===== src/common/attn_pkg.sv =====
package attn_pkg;

    //////////////////////////////////////////////////////////////////////
    // sizes and number format
    //////////////////////////////////////////////////////////////////////
    localparam int TILE      = 4;   // tile edge
    localparam int D_W       = 16;  // signed q8.8
    localparam int ACC_W     = 40;  // full width sum
    localparam int FRAC      = 8;   // fraction bits
    localparam int COL_TILES = 4;   // d_k = 16
    localparam int Q_TILES   = 4;
    localparam int K_TILES   = 4;

    localparam logic signed [D_W-1:0] SCALE_DK = 16'sd64;  // 1/sqrt(16) in q8.8

    typedef logic [1:0] idx_t;  // tile index

    // tile[r][c], one 64 bit word per row
    typedef logic [TILE-1:0][TILE-1:0][D_W-1:0] tile_t;

    //////////////////////////////////////////////////////////////////////
    // transfer types
    //////////////////////////////////////////////////////////////////////
    typedef struct packed {
        idx_t q_line;
        idx_t k_line;
        idx_t col;
    } rd_req_t;

    typedef struct packed {
        tile_t q_tile;
        tile_t k_tile;
    } rd_data_t;

    typedef struct packed {
        tile_t q_tile;
        tile_t k_tile;
        logic  first;  // first column tile of a score tile
        logic  last;   // last column tile
    } opnd_t;

    typedef struct packed {
        logic [TILE-1:0][TILE-1:0][ACC_W-1:0] sum;
        idx_t                                 q_line;
        idx_t                                 k_line;
    } score_t;

    typedef struct packed {
        logic [TILE-1:0][D_W-1:0] data;
        idx_t                     q_line;
        idx_t                     k_line;
        idx_t                     row;  // row within the tile
    } wr_t;

endpackage


===== src/verilog/score_writer.sv =====
`timescale 1ns/100ps

module score_writer import attn_pkg::*; (
    input  logic   I_CLK,
    input  logic   I_RST_N,
    input  score_t score_i,
    input  logic   score_vld_i,
    output wr_t    wr_o,
    output logic   wr_vld_o,
    output logic   tile_done_o
);

    logic [TILE-1:0][TILE-1:0][ACC_W-1:0] sum_q;  // latched tile
    idx_t q_tag;
    idx_t k_tag;
    idx_t row;
    logic busy;

    // drop to q8.8, scale by 1/sqrt(d_k), clip to 16 bits
    function automatic logic [D_W-1:0] scale_sat(input logic [ACC_W-1:0] sum);
        logic signed [ACC_W-1:0]     whole;
        logic signed [ACC_W+D_W-1:0] prod;
        whole = $signed(sum) >>> FRAC;
        prod  = (whole * SCALE_DK) >>> FRAC;
        if (&prod[ACC_W+D_W-1:D_W-1] || ~|prod[ACC_W+D_W-1:D_W-1]) begin
            return prod[D_W-1:0];  // fits
        end else if (prod[ACC_W+D_W-1]) begin
            return {1'b1, {(D_W-1){1'b0}}};
        end else begin
            return {1'b0, {(D_W-1){1'b1}}};
        end
    endfunction

    always_ff @(posedge I_CLK) begin
        if (score_vld_i) begin
            sum_q <= score_i.sum;
            q_tag <= score_i.q_line;
            k_tag <= score_i.k_line;
        end
    end

    always_ff @(posedge I_CLK or negedge I_RST_N) begin
        if (!I_RST_N) begin
            busy <= 1'b0;
            row  <= '0;
        end else if (score_vld_i) begin
            busy <= 1'b1;
            row  <= '0;
        end else if (busy) begin
            row <= row + 1'b1;
            if (row == idx_t'(TILE-1)) begin
                busy <= 1'b0;
            end
        end
    end

    always_comb begin
        wr_o.q_line = q_tag;
        wr_o.k_line = k_tag;
        wr_o.row    = row;
        for (int c = 0; c < TILE; c++) begin
            wr_o.data[c] = scale_sat(sum_q[row][c]);
        end
    end

    assign wr_vld_o    = busy;
    assign tile_done_o = busy && (row == idx_t'(TILE-1));  // with the fourth beat

    // reads take longer than the drain, so tiles never overlap here
    assert property (@(posedge I_CLK) disable iff (!I_RST_N)
        score_vld_i |-> !busy)
        else $error("score_writer: new score tile while still writing");

endmodule

===== config.mk =====
export PLATFORM = sky130hd
export DESIGN_NAME = score_writer
export DESIGN_NICKNAME = d
export VERILOG_FILES = /design/src/common/attn_pkg.sv /design/src/verilog/score_writer.sv
export SDC_FILE = /design/constraint.sdc
export NUM_CORES = 1
export LEC_CHECK = 0
export ABC_AREA = 1
export BUFFER_PORTS_ARGS = -buffer_cell sky130_fd_sc_hd__buf_2
export CAP_MARGIN = 15
export CORE_AREA = 3 3 277 279
export DETAILED_ROUTE_END_ITERATION = 7
export DIE_AREA = 0 0 280 282
export SLEW_MARGIN = 0
export SYNTH_ARGS = -nofsm -noshare
export SYNTH_HDL_FRONTEND = slang
export SYNTH_SLANG_ARGS = --single-unit

===== constraint.sdc =====
create_clock -name I_CLK -period 4.8 [get_ports I_CLK]
set_input_delay 0 -clock I_CLK [delete_from_list [all_inputs] [get_ports I_CLK]]
set_output_delay 0 -clock I_CLK [all_outputs]
set_load 0.1 [all_outputs]

# Word level (Yosys, flattened, before mapping)

Cells that the tools add are included.

Add/sub/neg operators: 1
Order comparisons: 1
Equality and inequality tests: 1
Multiplexer cells: 15
Reduce and logical (&&, ||, !) cells: 18

Operators by type and width:

| cell                | number |
|---|---|
| $bmux 160 s2        | 1 |
| $mux 160            | 1 |
| $mux 16             | 8 |
| $reduce_and 15->1   | 4 |
| $reduce_or 15->1    | 4 |
| $logic_not 1->1     | 4 |
| $logic_or 1x1->1    | 4 |
| $mux 2              | 2 |
| $lt 2x3->1 const B  | 1 |
| $mux 1              | 3 |
| $add 2x1->2 const B | 1 |
| $eq 2x2->1 const B  | 1 |
| $reduce_bool 2->1   | 1 |
| $logic_and 1x1->1   | 1 |

Register bits after elaboration: 647
Bits of input ports: 647
Output and inout port bits: 72

# Depth between registers and ports, before layout

Depth in word-level cells: 6
Depth in mapped cells: 16
Gate-level depth less buffers: 12

# Worst setup path before layout

OpenSTA, ideal clock, no wires.

Path type: register to output
From: reg row[0]
To: out wr_o[27] (netlist name)
Data arrival time: 3.413 ns
Required time: 4.800 ns
Slack: 1.387 ns
Stages on the path, launching flop included: 14
Buffers on the path: 3
Cell sequence: dfrtp_1 > buf_6 > buf_2 > nand2_1 > nand3_1 > nand2_1 > inv_1 > nand2_1 > nor2_1 > nand2_1 > nand2_2 > buf_6 > nand2_1 > nand2_1

RTL lines:

| element                | line               | RTL |
|---|---|---|
| from (decl)            | score_writer.sv:16 | `idx_t row;` |
| from (signal assigned) | score_writer.sv:50 | `row <= row + 1'b1;` |
| to (decl)              | score_writer.sv:8  | `output wr_t wr_o,` |

==> impl_results.md <==
* Detailed-route DRC error count at 0
* Comb power frac at 28.5%
* Synth Area in Simple Gates at 16.1%
* Most Frequent Cell on Critical Path: nand2_1
* Syn Nets at 2219
* Clock share of power at 30.7%
* Count of cell types in the netlist at 18
* Relative slew slack at 36.1%
* GRT overflow at 0
* DIE HEIGHT at 282 um
* Internal at 0.00816 W
* Number of global-route vias before repair at 17.3k
* Fmax at 0.248 GHz
* Worst Path Required at 4800 ps
* DR WL/cell at 19.6 um
* First-pass GRT wire length at 104000 um
* Synth Area in XOR/XNOR at 0%
* Min-Delay Path Class: input port to flip-flop
* Initial core utilization at 26.0%
* Cell Area, Synth at 19300 um^2
* Sw Share at 35.6%
* Final Cycle Share at 84.0%
* RSZ-0062 raised after global routing: false
* Sequential power share at 40.8%
* Htree depth at 2
* Slew Limit Fails at 0
* Outcome: completed
* Crit path max fanout at 90
* Final setup fails at 0
* CTS Buf Count at 52
* Power per cell area at 428 nW/um^2
* Post-DP HPWL at 45100 um
* Non-filler cells, final at 3617
* Share of layout cells above drive strength 1 at 25.0%
* I/O Buffers at 558
* Worst Skew at 3.29 ps
* Crit start category: flip-flop
* Fin Setup TNS at 0 ps
* Max Buffers Root-to-Sink at 3
* Row count at 100
* Largest family of logic cells by synthesized area: simple AND/OR/NAND/NOR gates
* Complex-gate fraction of the synthesized area at 5.12%
* TritonCTS clock tree: built
* Cell Chain, Critical Path: inv_8 -> buf_4 -> nand2_1 -> nand3_1 -> nand2_1 -> nand2_1 -> inv_1 -> nand2_1 -> nor2_1 -> nand2_1 -> nand3_2 -> nand2_1 -> buf_2
* WP data arrival at 4030 ps
* Avg Inst Size Synth at 12.3 um^2
* MaxCap Viol Count at 0
* Largest net degree at the start of global routing at 117
* Width of the die at 280 um
* Leakage Power at 12.1 nW
* Initial DRC Count at 1294
* Initial antenna violation count at 9
* I/O pin total at 719
* Clk sinks at 487
* Routed Antenna Nets at 0
* Post-synthesis mux area share at 0%
* Core box area at 74400 um^2
* Clk slew on worst S/H paths at 60 ps
* Routability Congestion at 0.846
* Setup bufs post-CTS at 0
* Yosys reg bits at 487
* Nets at 3253
* Max incr delay on CP at 610 ps
* Vias per cell at 4.54
* Layout area overhead at 53.3%
* Synth Area in Adders at 0.0647%
* Syn Inst Count at 1571
* Skew-Pair Late Insertion Delay at 590 ps
* Sw Pwr at 0.00452 W
* Post-layout minimum cycle time at 4030 ps
* Seq/Total Area, Yosys at 75.5%
* Gates resized, CTS repair at 0
* Die area at 79000 um^2
* Crit end category: output port
* Final Hold Fails at 0
* Via count at 16.4k
* 1st-pass router iterations at 7
* Total GRT Usage at 17.4%
* Maximum VDD drop at 0.407 mV
* Yosys warnings at 0
* Crit path kind: flip-flop to output port
* # placed instances at 3033
* Final wirelength at 71000 um
* Tightest Pin Transition at 958 ps
* Slowest CP cell: dfrtp_4
* CTS root buf: clkbuf_16
==> Yosys cell counts, drive strengths merged <==
cell / instances / area share (%)
buf: 52 / 1.8
clkbuf: 35 / 0.68
dfrtp: 3 / 0.39
edfxtp: 484 / 75
ha: 1 / 0.065
inv: 33 / 0.65
nand2: 486 / 9.5
nand3: 130 / 3.5
nor2: 164 / 3.2
o21ai: 123 / 3.2
o22ai: 60 / 1.9
==> area by class of cell <==
type / count / area (um^2)
fillers: 6818 / 44800
flip-flops and latches: 487 / 14600
repair buffers: 1067 / 7940
multi-input cells: 964 / 4120
clock buffers: 68 / 1380
well taps: 969 / 1210
clock inverters: 23 / 226
inverters: 33 / 134
diodes: 6 / 15.0
==> sequential cells by signal, summed over array words and instances, names as in the netlist <==
register  flops
k_tag         2
q_tag         2
row           2
sum_q       480
wr_vld_o      1
==> worst max-delay path, delay by kind of cell, from the launching register on <==
family,cells,cell delay (ps)
buffers and inverters,4,1270
DFF,1,610
and+or+nand+nor,9,1400
==> stage by stage <==
step | power [W] | setup WS (ps) | hold slack (ps) | area, um^2 | util, %
after floorplan | 0.00749 | 1390 | -296 | 19300 | -
after global placement | 0.00853 | 1280 | -196 | 23200 | 31.1
after detailed placement | 0.00855 | 1320 | -196 | 23200 | 31.1
after CTS | 0.0128 | 640 | 47.3 | 29600 | 39.8
after global routing | 0.0132 | 421 | 70.9 | 29600 | 39.8
final | 0.0127 | 770 | 109 | 29700 | 39.8
==> kinds of logic after synthesis <==
| logic type | count (synthesis) |
|---|---|
| buf+inv | 120 |
| flops | 487 |
| fa+ha+maj | 1 |
| simple gates | 780 |
| compound gates | 183 |
==> layer usage <==
| layer | wire length [um] | vias to the layer above | share of wire, % | global-route usage [%] |
|---|---|---|---|---|
| li1 | - | 7598 | - | - |
| met1 | 27000 | 7881 | 38 | 20.6 |
| met2 | 36200 | 781 | 51 | 30.8 |
| met3 | 5330 | 146 | 7.5 | 3.83 |
| met4 | 2470 | 8 | 3.5 | 6.66 |
| met5 | 48 | - | 0.068 | 0 |
==> repair_timing <==
item / in CTS / in global routing
hold endpoints to repair: 495 / 0
setup endpoints to repair: 0 / 0
hold buffers: 487 / 0
==> worst paths after layout <==
check                              startpoint                   end  slack (ps)  depth (start not counted)
min in group asynchronous             I_RST_N    row[1]$_DFFE_PN0P_         290                          3
max                        row[0]$_DFFE_PN0P_              wr_o[49]         770                         13
min reg2reg                wr_vld_o$_DFF_PN0_    row[1]$_DFFE_PN0P_         620                          2
min                              score_i[615]  sum_q[611]$_DFFE_PP_         110                          2
max in group asynchronous             I_RST_N    row[0]$_DFFE_PN0P_        4340                          3
max reg2reg                row[0]$_DFFE_PN0P_    row[0]$_DFFE_PN0P_        2920                          4
==> power groups by stage <==
stage	registers (W)	clock network, W	logic [W]
floorplan	0.00525	0	0.00223
global placement	0.00524	0	0.00329
detailed placement	0.00525	0	0.00329
CTS	0.00517	0.00398	0.00363
global route	0.00520	0.00414	0.00388
finish	0.00517	0.00389	0.00362
==> cell usage in the layout (no fill, tap or decap) <==
cell type,synthesis,layout
nand2_1,482,482
o21ai_0,123,123
buf_12,0,8
dlygate4sd3_1,0,487
diode_2,0,6
inv_8,0,1
buf_8,0,1
inv_4,1,1
inv_6,0,1
nand3_1,126,126
clkinv_16,0,1
dfrtp_4,0,2
nand2_2,4,4
dfrtp_1,3,1
clkinv_4,0,1
clkinvlp_4,0,1
nor2_1,164,164
clkinv_1,0,8
bufinv_16,0,3
clkinv_2,0,7
clkbuf_1,35,15
buf_2,28,557
ha_1,1,1
buf_4,12,14
o22ai_1,60,60
clkbuf_16,0,53
nand3_2,4,4
inv_1,31,31
edfxtp_1,484,484
clkinv_8,0,1
Note: power is estimated with default switching activity, not from simulation.
