--- config.mk ---
export PLATFORM = sky130hd
export DESIGN_NAME = tile_fetch
export DESIGN_NICKNAME = d
export VERILOG_FILES = /design/src/common/attn_pkg.sv /design/src/tile_fetch/tile_fetch.sv
export SDC_FILE = /design/constraint.sdc
export NUM_CORES = 1
export LEC_CHECK = 0
export BUFFER_PORTS_ARGS = -buffer_cell sky130_fd_sc_hd__buf_2
export CAP_MARGIN = 25
export CELL_PAD_IN_SITES_DETAIL_PLACEMENT = 0
export CELL_PAD_IN_SITES_GLOBAL_PLACEMENT = 1
export CORE_AREA = 5 5 407 409
export CTS_BUF_LIST = sky130_fd_sc_hd__clkbuf_4
export CTS_CLUSTER_SIZE = 28
export DETAILED_ROUTE_END_ITERATION = 10
export DIE_AREA = 0 0 412 414
export HOLD_SLACK_MARGIN = 0.06
export PLACE_DENSITY_LB_ADDON = 0.1
export SLEW_MARGIN = 20
export SYNTH_ARGS = -nofsm -noshare
export SYNTH_HDL_FRONTEND = slang
export SYNTH_SLANG_ARGS = --single-unit
--- constraint.sdc ---
create_clock -name I_CLK -period 27.3 [get_ports I_CLK]
set_input_delay 2.73 -clock I_CLK [delete_from_list [all_inputs] [get_ports I_CLK]]
set_output_delay 2.73 -clock I_CLK [all_outputs]
set_load 0.01 [all_outputs]
--- src/common/attn_pkg.sv ---
package attn_pkg;

    //////////////////////////////////////////////////////////////////////
    // sizes and number format
    //////////////////////////////////////////////////////////////////////
    localparam int TILE      = 4;   // tile edge
    localparam int D_W       = 16;  // signed q8.8
    localparam int ACC_W     = 40;  // full width sum
    localparam int FRAC      = 8;   // fraction bits
    localparam int COL_TILES = 4;   // d_k = 16
    localparam int Q_TILES   = 4;
    localparam int K_TILES   = 4;

    localparam logic signed [D_W-1:0] SCALE_DK = 16'sd64;  // 1/sqrt(16) in q8.8

    typedef logic [1:0] idx_t;  // tile index

    // tile[r][c], one 64 bit word per row
    typedef logic [TILE-1:0][TILE-1:0][D_W-1:0] tile_t;

    //////////////////////////////////////////////////////////////////////
    // transfer types
    //////////////////////////////////////////////////////////////////////
    typedef struct packed {
        idx_t q_line;
        idx_t k_line;
        idx_t col;
    } rd_req_t;

    typedef struct packed {
        tile_t q_tile;
        tile_t k_tile;
    } rd_data_t;

    typedef struct packed {
        tile_t q_tile;
        tile_t k_tile;
        logic  first;  // first column tile of a score tile
        logic  last;   // last column tile
    } opnd_t;

    typedef struct packed {
        logic [TILE-1:0][TILE-1:0][ACC_W-1:0] sum;
        idx_t                                 q_line;
        idx_t                                 k_line;
    } score_t;

    typedef struct packed {
        logic [TILE-1:0][D_W-1:0] data;
        idx_t                     q_line;
        idx_t                     k_line;
        idx_t                     row;  // row within the tile
    } wr_t;

endpackage

--- src/tile_fetch/tile_fetch.sv ---
`timescale 1ns/100ps

module tile_fetch import attn_pkg::*; (
    input  logic     I_CLK,
    input  logic     I_RST_N,
    input  logic     start_i,
    input  logic     rd_vld_i,
    input  rd_data_t rd_data_i,
    input  logic     tile_done_i,
    output rd_req_t  rd_req_o,
    output logic     rd_req_vld_o,
    output opnd_t    opnd_o,
    output logic     opnd_vld_o,
    output logic     done_o
);

    typedef enum logic [1:0] {
        S_IDLE,
        S_REQ,   // request on the bus this cycle
        S_WAIT,  // one read outstanding
        S_FIN    // all reads done, writer still draining
    } state_t;

    state_t state;
    idx_t   q_cnt;
    idx_t   k_cnt;
    idx_t   col_cnt;
    logic   last_fetch;
    logic [$clog2(Q_TILES*K_TILES)-1:0] tile_cnt;  // finished tiles

    assign last_fetch = (q_cnt == idx_t'(Q_TILES-1)) && (k_cnt == idx_t'(K_TILES-1)) &&
                        (col_cnt == idx_t'(COL_TILES-1));

    assign rd_req_o     = '{q_line: q_cnt, k_line: k_cnt, col: col_cnt};
    assign rd_req_vld_o = (state == S_REQ);

    //////////////////////////////////////////////////////////////////////
    // sequencer, q outer, k middle, col inner
    //////////////////////////////////////////////////////////////////////
    always_ff @(posedge I_CLK or negedge I_RST_N) begin
        if (!I_RST_N) begin
            state      <= S_IDLE;
            q_cnt      <= '0;
            k_cnt      <= '0;
            col_cnt    <= '0;
            tile_cnt   <= '0;
            opnd_vld_o <= 1'b0;
            done_o     <= 1'b0;
        end else begin
            opnd_vld_o <= 1'b0;
            done_o     <= 1'b0;
            if (state != S_IDLE && tile_done_i) begin
                tile_cnt <= tile_cnt + 1'b1;
            end
            case (state)
                S_IDLE: begin
                    if (start_i) begin  // only accepted here
                        state    <= S_REQ;
                        q_cnt    <= '0;
                        k_cnt    <= '0;
                        col_cnt  <= '0;
                        tile_cnt <= '0;
                    end
                end
                S_REQ: begin
                    state <= S_WAIT;
                end
                S_WAIT: begin
                    if (rd_vld_i) begin
                        opnd_vld_o <= 1'b1;
                        col_cnt    <= col_cnt + 1'b1;
                        if (col_cnt == idx_t'(COL_TILES-1)) begin
                            col_cnt <= '0;
                            k_cnt   <= k_cnt + 1'b1;
                            if (k_cnt == idx_t'(K_TILES-1)) begin
                                k_cnt <= '0;
                                q_cnt <= q_cnt + 1'b1;
                            end
                        end
                        state <= last_fetch ? S_FIN : S_REQ;
                    end
                end
                default: begin  // S_FIN
                    if (tile_done_i && tile_cnt == Q_TILES*K_TILES-1) begin
                        state  <= S_IDLE;
                        done_o <= 1'b1;
                    end
                end
            endcase
        end
    end

    // operand pair, tags first/last from the column index
    always_ff @(posedge I_CLK) begin
        if (state == S_WAIT && rd_vld_i) begin
            opnd_o.q_tile <= rd_data_i.q_tile;
            opnd_o.k_tile <= rd_data_i.k_tile;
            opnd_o.first  <= (col_cnt == '0);
            opnd_o.last   <= (col_cnt == idx_t'(COL_TILES-1));
        end
    end

    // memory must stay quiet unless a read is outstanding
    assert property (@(posedge I_CLK) disable iff (!I_RST_N)
        (state == S_IDLE) |-> !rd_vld_i)
        else $error("tile_fetch: read data arrived while idle");

endmodule

# ---- Word-level counts from Yosys, hierarchy flattened
# Cells that the tools add are included.
dict set report classes {
  eq_ne 10
  add_sub_neg 4
  n_mux 24
  reduce_logical 15
}
# op count
set op_table {}
lappend op_table {{2-to-1 mux 2 bit} 13}
lappend op_table {{2-to-1 mux 4 bit} 3}
lappend op_table {{case mux 2 bit (2 select lines)} 3}
lappend op_table {{== test 2 bit, second input constant} 4}
lappend op_table {{!= test 2 bit, second input constant} 4}
lappend op_table {{adder 2 x 1 -> 2 bit, second input constant} 3}
lappend op_table {{case mux 2 bit (3 select lines)} 1}
lappend op_table {{AND reduction 3 bit} 2}
lappend op_table {{logical AND 1 bit} 5}
lappend op_table {{AND reduction 5 bit} 1}
lappend op_table {{adder 4 x 1 -> 4 bit, second input constant} 1}
lappend op_table {{== test 4 bit, second input constant} 1}
lappend op_table {{zero test 2 bit} 2}
lappend op_table {{2-to-1 mux 1 bit} 4}
lappend op_table {{AND reduction 4 bit} 1}
lappend op_table {{nonzero test 2 bit} 2}
lappend op_table {{nonzero test 4 bit} 1}
lappend op_table {{OR reduction 3 bit} 1}
lappend op_table {{== test 2 x 1 -> 1 bit, second input constant} 1}
dict set report totals {
  in_bits 517
  regBits 528
  elab_cells 94
  out_inout_bits 523
}

# ---- Longest topological paths before layout
# Gate-level depths: netlist of the first run.
dict set report depth {
  depth_word 6
  mapped_depth 5
  depth_no_buf 4
}

# ---- Least setup slack after synthesis of the first run
# OpenSTA, ideal clock, no wires.
dict set report synth_path {
  path_type {input port to flip-flop}
  from {in rd_vld_i}
  to {reg opnd_vld_o}
  setup_time_ns 1.384
  path_buffers 0
  t_arrival_ns 14.435
  slack_ns 11.481
  required_ns 25.916
  stages 1
  cell_sequence {and3_1}
}
dict set report synth_between {
  elab_chain_cells 2
}
# item line
set synth_lines {}
lappend synth_lines {{from (decl)} tile_fetch.sv:7} ;# input logic rd_vld_i,
lappend synth_lines {{2-to-1 mux 1 bit} tile_fetch.sv:69} ;# if (rd_vld_i) begin
lappend synth_lines {{2-to-1 mux 1 bit} tile_fetch.sv:55} ;# case (state)
lappend synth_lines {{to (signal assigned)} tile_fetch.sv:47} ;# opnd_vld_o <= 1'b0;
lappend synth_lines {{to (signal assigned)} tile_fetch.sv:50} ;# opnd_vld_o <= 1'b0;
lappend synth_lines {{to (signal assigned)} tile_fetch.sv:70} ;# opnd_vld_o <= 1'b1;
lappend synth_lines {{to (decl)} tile_fetch.sv:13} ;# output logic opnd_vld_o,
# No other way between the ends.
# A chain may end at the register's enable or synchronous reset.

# ---- Final worst setup path of the first run
dict set report layout_path {
  from {in rd_vld_i}
  to {reg opnd_o[147] in the netlist's numbering, enable pin}
}
dict set report layout_between {
  elab_chain_cells 1
}
# item line
set layout_lines {}
lappend layout_lines {{logical AND 1 bit} tile_fetch.sv:95} ;# if (state == S_WAIT && rd_vld_i) begin
lappend layout_lines {{to (decl)} tile_fetch.sv:12} ;# output opnd_t opnd_o,
# No other way between the ends.

==> flow_summary.toml, run 1 <==
[worst_setup_path]
r2r_start = "state[0]$_DFFE_PN0P_"
cp_max_fo = 56
cp_top_family = "buffers and inverters"
timing.rr.end = "opnd_o[147]$_DFFE_PP_"
critPathSlowestCell = "buf_4"
critical_path_buf_inv_count = 4
path_class = "in -> reg"
worstPathArrival_ps = 5670
slowest_delay_ps = 710
rrSetupSlack_ps = 23400
path_cells = "buf_2 -> and3_4 -> buf_4 -> buf_4 -> buf_4"
critPathRequiredTime_ps = 27990
ff2ff_path_depth = 5
critPathCaptureType = "flip-flop"
cp_common_cell = "buf_4"
startpoint_type = "primary input"

[synthesis]
synthAdderAreaFrac_pct = 0.386
syn_inst = 587
synth_ff_type = "edfxtp_1"
synth_compound_area_share_pct = 0.781
synth_cell_types = 30
ys_seq_elements = 528
async_flop_share_pct = 2.65
synth_mux_area_share_pct = 0.124
synth_top_family_by_area = "simple AND/OR/NAND/NOR gates"
synth_edf_count = 514
synth_fp_nets = 1109
netlist_area_um2 = 16200
synthSimpleGateAreaFrac_pct = 0.812
syn_avg_cell_area_um2 = 27.6
synthXorXnorAreaFrac_pct = 0.108
yosys_warnings = 0
synth_seq_area_share_pct = 97.5

[die]
dieWidth_um = 412
core_area_um2 = 162000
std_cell_rows = 148
io_pins = 1040
die_h_um = 414
initial_core_util_pct = 10.0
die_area_um2 = 171000

[power_and_ir_drop]
vdd.ir_drop.worst_mv = 0.0324
power.leakage_nw = 10.4
power_density_nw_per_um2 = 88.3

[hold_path]
hold_path_class = "reg -> reg"
hold_path_end = "tile_cnt[1]$_DFF_PN0_"
min_path_cells = 1
min_from = "tile_cnt[1]$_DFF_PN0_"

[run]
cap_violations = 0

[clock_network]
clk-insertion-delay-late_ps = 1120
cts_buffers = 164
clkSlewWorstSetupHoldPaths_ps = 60
cts-resized-gates = 0
cts.sinks = 528
cts_max_path_buffers = 3
holdBufCountCts = 0
cts_tree = "done"
cts_root_buffer = "clkbuf_4"
cts_setup_buffers = 0
h-tree-depth = 4

[grt]
grt_pass1_vias = 12500
grt_pass1_wl_um = 108000
grt_max_degree = 76
antenna_found_initial = 50
grt-ovfl-total = 0
grtUsageTotal_pct = 9.42

[drt]
drt-initial-drc-count = 477
firstDrtPassIters = 4
wl_per_cell_um = 20.3
ant_nets = 0
drc = 0
drt_wl_total_um = 83500
num_vias = 11300
vias_per_cell = 2.75

[place]
dp_cells = 3806
io_buffers = 1039
dpl.hpwl_um = 67600
place.gp.congestion = 0.841

[finish]
layout_commonest_cell = "buf_2"
layout-drive-gt1-share_pct = 68.1
syn_to_final_growth_pct = 62.4
regArea_um2 = 15800
mostFrequentLayoutCells = "buf_2 (1039), edfxtp_1 (514), clkbuf_4 (236)"
nets = 2319
stdcell_count = 4119
multi_input_area_um2 = 363
nFillCells = 18100

[timing]
clock_skew_ps = 54.5
drv_slew = 0
period_needed_ps = 4980
tightest_slew_ps = 994
setup_tns_ps = 0
relSlewSlack_pct = 33.7
fmax_ghz = 0.201
rsz0062_at_grt = "false"
final-setup-viol-count = 0
finalCritPeriodShare_pct = 18.3
hold_viol = 0

[outcome]
status = "finished clean"
==> registers in the layout, indices dropped and copies added, names as in the netlist <==
signal      count
opnd_vld_o      1
done_o          1
col_cnt         2
opnd_o        514
k_cnt           2
state           2
tile_cnt        4
q_cnt           2
==> final cells by class <==
cell class / instances / area share [%]
antenna: 30 / 0.286
clock buffer: 236 / 6.74
clock inverter: 47 / 1.07
inverter: 6 / 0.0857
multi-input combinational: 50 / 1.38
sequential: 528 / 60.1
tap: 2175 / 10.4
timing repair buffer: 1047 / 20.0
==> power breakdown <==
group | switching, mW | internal (mW) | leakage, nW
registers | 0.0467 | 1.08 | 4.92
logic | 0.277 | 0.124 | 4.32
clock network | 0.379 | 0.415 | 1.20
==> metrics by stage <==
step           instance area (um2)  setup WS (ps)  utilization, %  total power [mW]  hold slack (ps)
5_1_grt                      26200          22030            16.2              2.48              569
4_1_cts                      26200          22060            16.2              2.42              546
3_5_place_dp                 24200          21030            14.9              1.57              516
6_report                     26300          22320            16.3              2.32              536
3_3_place_gp                 24200          21100            14.9              1.57              517
2_1_floorplan                16200          11480               -              1.39              492
==> cells in the mapped netlist (all sizes together), types with 2 or more instances <==
master | count | area [um2]
and3 | 2 | 12.5
ha | 5 | 62.6
nor3b | 2 | 15.0
o21ai | 5 | 25.0
edfxtp | 514 | 15400
nand2 | 5 | 18.8
inv | 6 | 22.5
xor2 | 2 | 17.5
nor2 | 4 | 17.5
dfrtp | 14 | 350
nand3 | 4 | 20.0
buf | 3 | 21.3
a32o | 2 | 20.0
nor2b | 2 | 12.5
o22ai | 2 | 12.5
mux2i | 2 | 20.0
a22o | 3 | 26.3
==> cell families (layout without fill, tap and decap cells) <==
family | after synthesis | in the layout
other cells | 0 | 30
simple gates | 23 | 23
buf+inv | 9 | 1336
fa+ha+maj | 5 | 5
xor+xnor | 2 | 2
mux | 2 | 2
compound gates | 18 | 18
flops | 528 | 528
==> worst max-delay path by stage <==
stage                    startpoint  cells past startpoint               endpoint  slack [ps]
2_1_floorplan              rd_vld_i                      1   opnd_vld_o$_DFF_PN0_       11480
3_3_place_gp               rd_vld_i                      5  opnd_o[354]$_DFFE_PP_       21100
3_5_place_dp               rd_vld_i                      5  opnd_o[354]$_DFFE_PP_       21030
4_1_cts        state[0]$_DFFE_PN0P_                      3           rd_req_vld_o       22060
5_1_grt        state[0]$_DFFE_PN0P_                      3           rd_req_vld_o       22030
6_report                   rd_vld_i                      5  opnd_o[147]$_DFFE_PP_       22320
==> per-layer routing <==
metal	track usage, %	share of wire, %	vias to the layer above	routed length (um)
li1	-	-	4964	-
met1	8.37	31	5468	25900
met2	17.2	53	704	44400
met3	5.37	12	195	10400
met4	4.19	3.3	14	2780
met5	0	0.12	-	99
==> worst reg2reg max path: stages (launching register included) <==
cell and delay (ps):
dfrtp_1 490, inv_1 230, and3_4 610, buf_4 660, buf_4 750, buf_4 740
(Power assumes the default switching activity.)
==> inputs of run 2 (changes only) <==
clock period = 4.2 ns   (was 27.3 ns; I/O delays follow)
==> flow_summary.toml, run 2 <==
[synthesis]
synth_ff_type = "edfxtp_1"
yosysTopAreaCell = "edfxtp_1"
synth_top_area_share_pct = 95.4
syn_inst = 587
synth_edf_count = 514
synthTopCellsByArea = "edfxtp_1 (95%), dfrtp_1 (2.2%), ha_1 (0.39%)"
synth_fp_nets = 1109
synthTopCellsByCount = "edfxtp_1 (514), dfrtp_1 (14), inv_1 (6), ha_1 (5), nand2_1 (5)"
ys_seq_elements = 528
synth_most_common_cell = "edfxtp_1"
synth_cell_types = 30
syn_avg_cell_area_um2 = 27.6
yosys_warnings = 0
async_flop_share_pct = 2.65
synth_seq_area_share_pct = 97.5
netlist_area_um2 = 16200

[outcome]
stop_stage = "4_1_cts"
tool.error = "[ERROR RSZ-0060] Max buffer count reached."
status = "aborted with a tool error"

[die]
io_pins = 1040
std_cell_rows = 148
initial_core_util_pct = 10.0
die_h_um = 414
dieWidth_um = 412

[clock_network]
holdBufCountCts = 818
cts.sinks = 528
h-tree-depth = 4
cts_setup_buffers = 0
cts-resized-gates = 0
cts_root_buffer = "clkbuf_4"
cts_buffers = 166
cts_max_path_buffers = 3

[place]
dp_cells = 3814
place_ws_ps = 1770
dpl.hpwl_um = 69900
io_buffers = 1039
place.gp.congestion = 0.890
dpl_cell_area_um2 = 24300
[run 2: through the flow]
stage / TNS, ps / hold slack [ps]
after detailed placement: 0 / 371
after global placement: 0 / 371
after floorplan: -238020 / 124
[run 2: cells by family after synthesis]
logic type / count (synthesis) / share of synthesized area (%)
compound gates: 18 / 0.781
xor+xnor: 2 / 0.108
fa+ha+maj: 5 / 0.386
buf+inv: 9 / 0.271
flops: 528 / 97.5
mux: 2 / 0.124
simple gates: 23 / 0.812
==> inputs of run 3 (changes only) <==
CELL_PAD_IN_SITES_DETAIL_PLACEMENT = not set   (was 0)
CELL_PAD_IN_SITES_GLOBAL_PLACEMENT = not set   (was 1)
CORE_AREA = 5 5 404 406   (was 5 5 407 409)
CTS_BUF_LIST = not set   (was sky130_fd_sc_hd__clkbuf_4)
CTS_CLUSTER_SIZE = not set   (was 28)
DIE_AREA = 0 0 409 411   (was 0 0 412 414)
HOLD_SLACK_MARGIN = not set   (was 0.06)
PLACE_DENSITY_LB_ADDON = 0.15   (was 0.1)
clock period = 5.5 ns   (was 4.2 ns; I/O delays follow)
==> flow_summary.toml, run 3 (synthesis gave the netlist of run 1 again) <==
[grt]
grt_pass1_wl_um = 103000
antenna_found_initial = 34
busiest_layer = "met2"
use_met3_pct = 3.06
grtUsageTotal_pct = 8.81
grt-ovfl-total = 0
grt_pass1_vias = 13000
met1_usage_pct = 9.17
grt_max_degree = 121
grt_util_met2_pct = 16.2

[clock_network]
cts-resized-gates = 0
cts_max_path_buffers = 3
cts_buffers = 70
cts_tree = "done"
h-tree-depth = 3
clkSlewWorstSetupHoldPaths_ps = 60
clk-insertion-delay-late_ps = 630
cts_root_buffer = "clkbuf_16"
cts.sinks = 528

[die]
dieWidth_um = 409
std_cell_rows = 147
initial_core_util_pct = 10.2
io_pins = 1040
core_area_um2 = 159000
die_area_um2 = 168000
die_h_um = 411

[timing]
tightest_slew_ps = 823
rsz0062_at_grt = "false"
period_needed_ps = 2540
fmax_ghz = 0.393
drv_slew = 0
final-setup-viol-count = 0
relSlewSlack_pct = 45.1
fin_ws_ps = 2960
hold_viol = 0
clock_skew_ps = 18.1
finalCritPeriodShare_pct = 46.2
setup_tns_ps = 0

[finish]
mostFrequentLayoutCells = "buf_2 (1039), edfxtp_1 (514), dlygate4sd3_1 (264)"
nFillCells = 17400
nets = 2494
multi_input_area_um2 = 363
largest_register = "opnd_o"
layout_commonest_cell = "buf_2"
layout-drive-gt1-share_pct = 56.9
regArea_um2 = 15800
top_regs = "opnd_o (514), tile_cnt (4)"
largest_reg_flops = 514
syn_to_final_growth_pct = 79.4

[power_and_ir_drop]
power.leakage_nw = 11.5
power_density_nw_per_um2 = 421
vdd.ir_drop.worst_mv = 0.211

[drt]
drt_wl_total_um = 78800
drc = 0
ant_nets = 0
drt-initial-drc-count = 577
firstDrtPassIters = 4
wl_per_cell_um = 19.1
vias_per_cell = 2.82
num_vias = 11600

[outcome]
status = "finished clean"

[worst_setup_path]
path_class = "reg -> reg"
critPathRequiredTime_ps = 5760
worstPathArrival_ps = 2800
startpoint_type = "flip-flop"
critPathCaptureType = "flip-flop"
rrSetupSlack_ps = 2960
cp_max_fo = 101

[place]
io_buffers = 1039
dpl.hpwl_um = 63000
place_ws_ps = 2830
place.gp.congestion = 0.877

[hold_path]
hold_path_class = "in -> reg"

[run]
cap_violations = 0
-- run 3: power by group --
group	internal, mW	total [mW]	switching, mW
Combinational	0.776	2.15	1.38
Clock	2.64	4.49	1.85
Sequential	5.35	5.57	0.223
Total	8.77	12.2	3.45
-- run 3: final timing paths --
| path | from | to | depth (start not counted) |
|---|---|---|---|
| max | state[0]$_DFFE_PN0P_ | opnd_o[200]$_DFFE_PP_ | 4 |
| min | rd_data_i[164] | opnd_o[166]$_DFFE_PP_ | 1 |
| max reg2reg | state[0]$_DFFE_PN0P_ | opnd_o[200]$_DFFE_PP_ | 4 |
| min reg2reg | tile_cnt[1]$_DFF_PN0_ | tile_cnt[1]$_DFF_PN0_ | 1 |
| max in group asynchronous | I_RST_N | q_cnt[1]$_DFFE_PN0P_ | 2 |
| min in group asynchronous | I_RST_N | col_cnt[0]$_DFFE_PN0P_ | 2 |
-- run 3: final cells by class --
type	instances	area share (%)
clock buffer	83	6.35
clock inverter	43	1.38
antenna	13	0.112
sequential	528	54.3
multi-input combinational	50	1.25
timing repair buffer	1316	27.5
inverter	6	0.0775
tap	2086	8.99
-- run 3: through the flow --
step	power [mW]	util (%)	instance area (um2)	hold slack (ps)	instances
2_1_floorplan	6.53	-	16200	254	587
5_1_grt	12.8	18.2	29000	10.6	4118
6_report	12.2	18.2	29000	101	4125
3_5_place_dp	7.73	15.1	24100	498	3722
3_3_place_gp	7.71	15.1	24100	483	3721
4_1_cts	12.6	18.2	29000	0.113	4112
-- run 3: per-layer routing --
layer	part of all wire, %	up-vias
li1	-	5188
met1	35	5717
met2	54	576
met3	7.8	128
met4	3.3	6
met5	0.052	-
-- run 3: repair_timing --
item	4_1_cts	5_1_grt
endpoints found under the hold margin	277	0
hold buffers	264	0
buffers inserted	0	0
-- run 3: worst max-delay path: stages, from the launching register on --
cell	delay [ps]
dfrtp_1	480
inv_1	210
and3_4	560
buf_12	280
buf_12	440
==> inputs of run 4 (changes only) <==
clock period = 2.5 ns   (was 5.5 ns; I/O delays follow)
==> flow_summary.toml, run 4 (synthesis gave the netlist of run 1 again) <==
[hold_path]
min_from = "rd_data_i[164]"
min_path_cells = 2
hold_path_class = "in -> reg"
hold_path_end = "opnd_o[166]$_DFFE_PP_"

[outcome]
status = "finished clean"

[power_and_ir_drop]
power_mw = 26.7
vdd.ir_drop.worst_mv = 0.470
power_density_nw_per_um2 = 847
power.leakage_nw = 12.5

[finish]
nFillCells = 17300
nets = 2757
top_regs = "opnd_o (514), tile_cnt (4)"
syn_to_final_growth_pct = 94.8
multi_input_area_um2 = 363
largest_reg_flops = 514
fin_area_um2 = 31500
mostFrequentLayoutCells = "buf_2 (1039), dlygate4sd3_1 (517), edfxtp_1 (514)"
regArea_um2 = 15800
utilization_pct = 19.8
stdcell_count = 4380
layout_commonest_cell = "buf_2"
largest_register = "opnd_o"
layout-drive-gt1-share_pct = 50.8

[timing]
fin_ws_ps = 531
drv_slew = 0
period_needed_ps = 1970
clock_skew_ps = 16.2
setup_tns_ps = 0
final-setup-viol-count = 0
tightest_slew_ps = 688
finalCritPeriodShare_pct = 78.8
relSlewSlack_pct = 54.0
fmax_ghz = 0.508
hold_viol = 0
whs_ps = 324
rsz0062_at_grt = "false"

[clock_network]
clk-insertion-delay-late_ps = 640
clkSlewWorstSetupHoldPaths_ps = 60
cts.sinks = 528
cts_root_buffer = "clkbuf_16"
h-tree-depth = 3
cts_setup_buffers = 0
cts_buffers = 67
cts_max_path_buffers = 3
cts_tree = "done"

[grt]
grt_pass1_wl_um = 106000
grt-ovfl-total = 0
grtUsageTotal_pct = 8.84
antenna_found_initial = 18
grt_pass1_vias = 14400
grt_max_degree = 68

[drt]
drt_wl_total_um = 78800
ant_nets = 0
wl_per_cell_um = 18.0
vias_per_cell = 2.87
drc = 0
drt-initial-drc-count = 528
num_vias = 12600
firstDrtPassIters = 4

[die]
core_area_um2 = 159000
io_pins = 1040
die_area_um2 = 168000
dieWidth_um = 409
initial_core_util_pct = 10.2
std_cell_rows = 147
die_h_um = 411

[place]
place_ws_ps = 525
io_buffers = 1039
dpl_cell_area_um2 = 24300
dpl.hpwl_um = 63400
dp_cells = 3735
place.gp.congestion = 0.876

[worst_setup_path]
rrSetupSlack_ps = 530
r2r_start = "state[0]$_DFFE_PN0P_"
critPathRequiredTime_ps = 2800
timing.rr.end = "opnd_o[377]$_DFFE_PP_"
worstPathArrival_ps = 2260
critPathCaptureType = "flip-flop"
startpoint_type = "flip-flop"
ff2ff_path_depth = 4
path_class = "reg -> reg"
cp_max_fo = 64

[run]
cap_violations = 0
-- run 4: changes by cell type in the layout (fill, tap and decap cells not counted), moves of 3 or more --
| cell | delta |
|---|---|
| clkbuf_16 | -4 |
| bufinv_16 | -3 |
| buf_12 | +3 |
| dlygate4sd3_1 | +253 |
| diode_2 | -7 |
| buf_4 | +10 |
| clkinv_2 | +3 |
-- run 4: report_power, final --
| part | internal, mW | switching [mW] |
|---|---|---|
| Clock | 5.25 | 3.99 |
| Sequential | 11.7 | 0.475 |
| Combinational | 2.09 | 3.17 |
| Total | 19.1 | 7.63 |
-- run 4: worst max path at each step --
stage / endpoint / start
detailed placement: opnd_o[293]$_DFFE_PP_ / state[0]$_DFFE_PN0P_
CTS: opnd_o[192]$_DFFE_PP_ / state[0]$_DFFE_PN0P_
global placement: opnd_o[377]$_DFFE_PP_ / state[0]$_DFFE_PN0P_
floorplan: opnd_o[0]$_DFFE_PP_ / state[0]$_DFFE_PN0P_
finish: opnd_o[377]$_DFFE_PP_ / state[0]$_DFFE_PN0P_
global route: opnd_o[377]$_DFFE_PP_ / state[0]$_DFFE_PN0P_
-- run 4: worst max-delay path: stages (launching register included) --
cell	delay [ps]
dfrtp_1	510
inv_4	150
and3_4	230
buf_12	230
buf_12	340
-- run 4: timing repair --
| action | in CTS | in global routing |
|---|---|---|
| endpoints found under the setup margin | 0 | 0 |
| endpoints found under the hold margin | 534 | 0 |
| gates resized for setup | 0 | 0 |
| hold buffers | 517 | 0 |
-- run 4: area by class of cell --
class | count | share of cell area (%)
sequential | 528 | 50.1
timing repair buffer | 1582 | 33.8
tap | 2086 | 8.28
clock buffer | 80 | 5.54
multi-input combinational | 50 | 1.15
clock inverter | 42 | 1.05
inverter | 6 | 0.0794
antenna | 6 | 0.0476
-- run 4: metal layers --
metal | part of all wire (%) | vias to the layer above | GRT usage [%]
li1 | - | 5712 | -
met1 | 35 | 6168 | 9.12
met2 | 54 | 567 | 16.6
met3 | 7.6 | 124 | 3.04
met4 | 3.1 | 2 | 3.03
met5 | 0.023 | - | 0
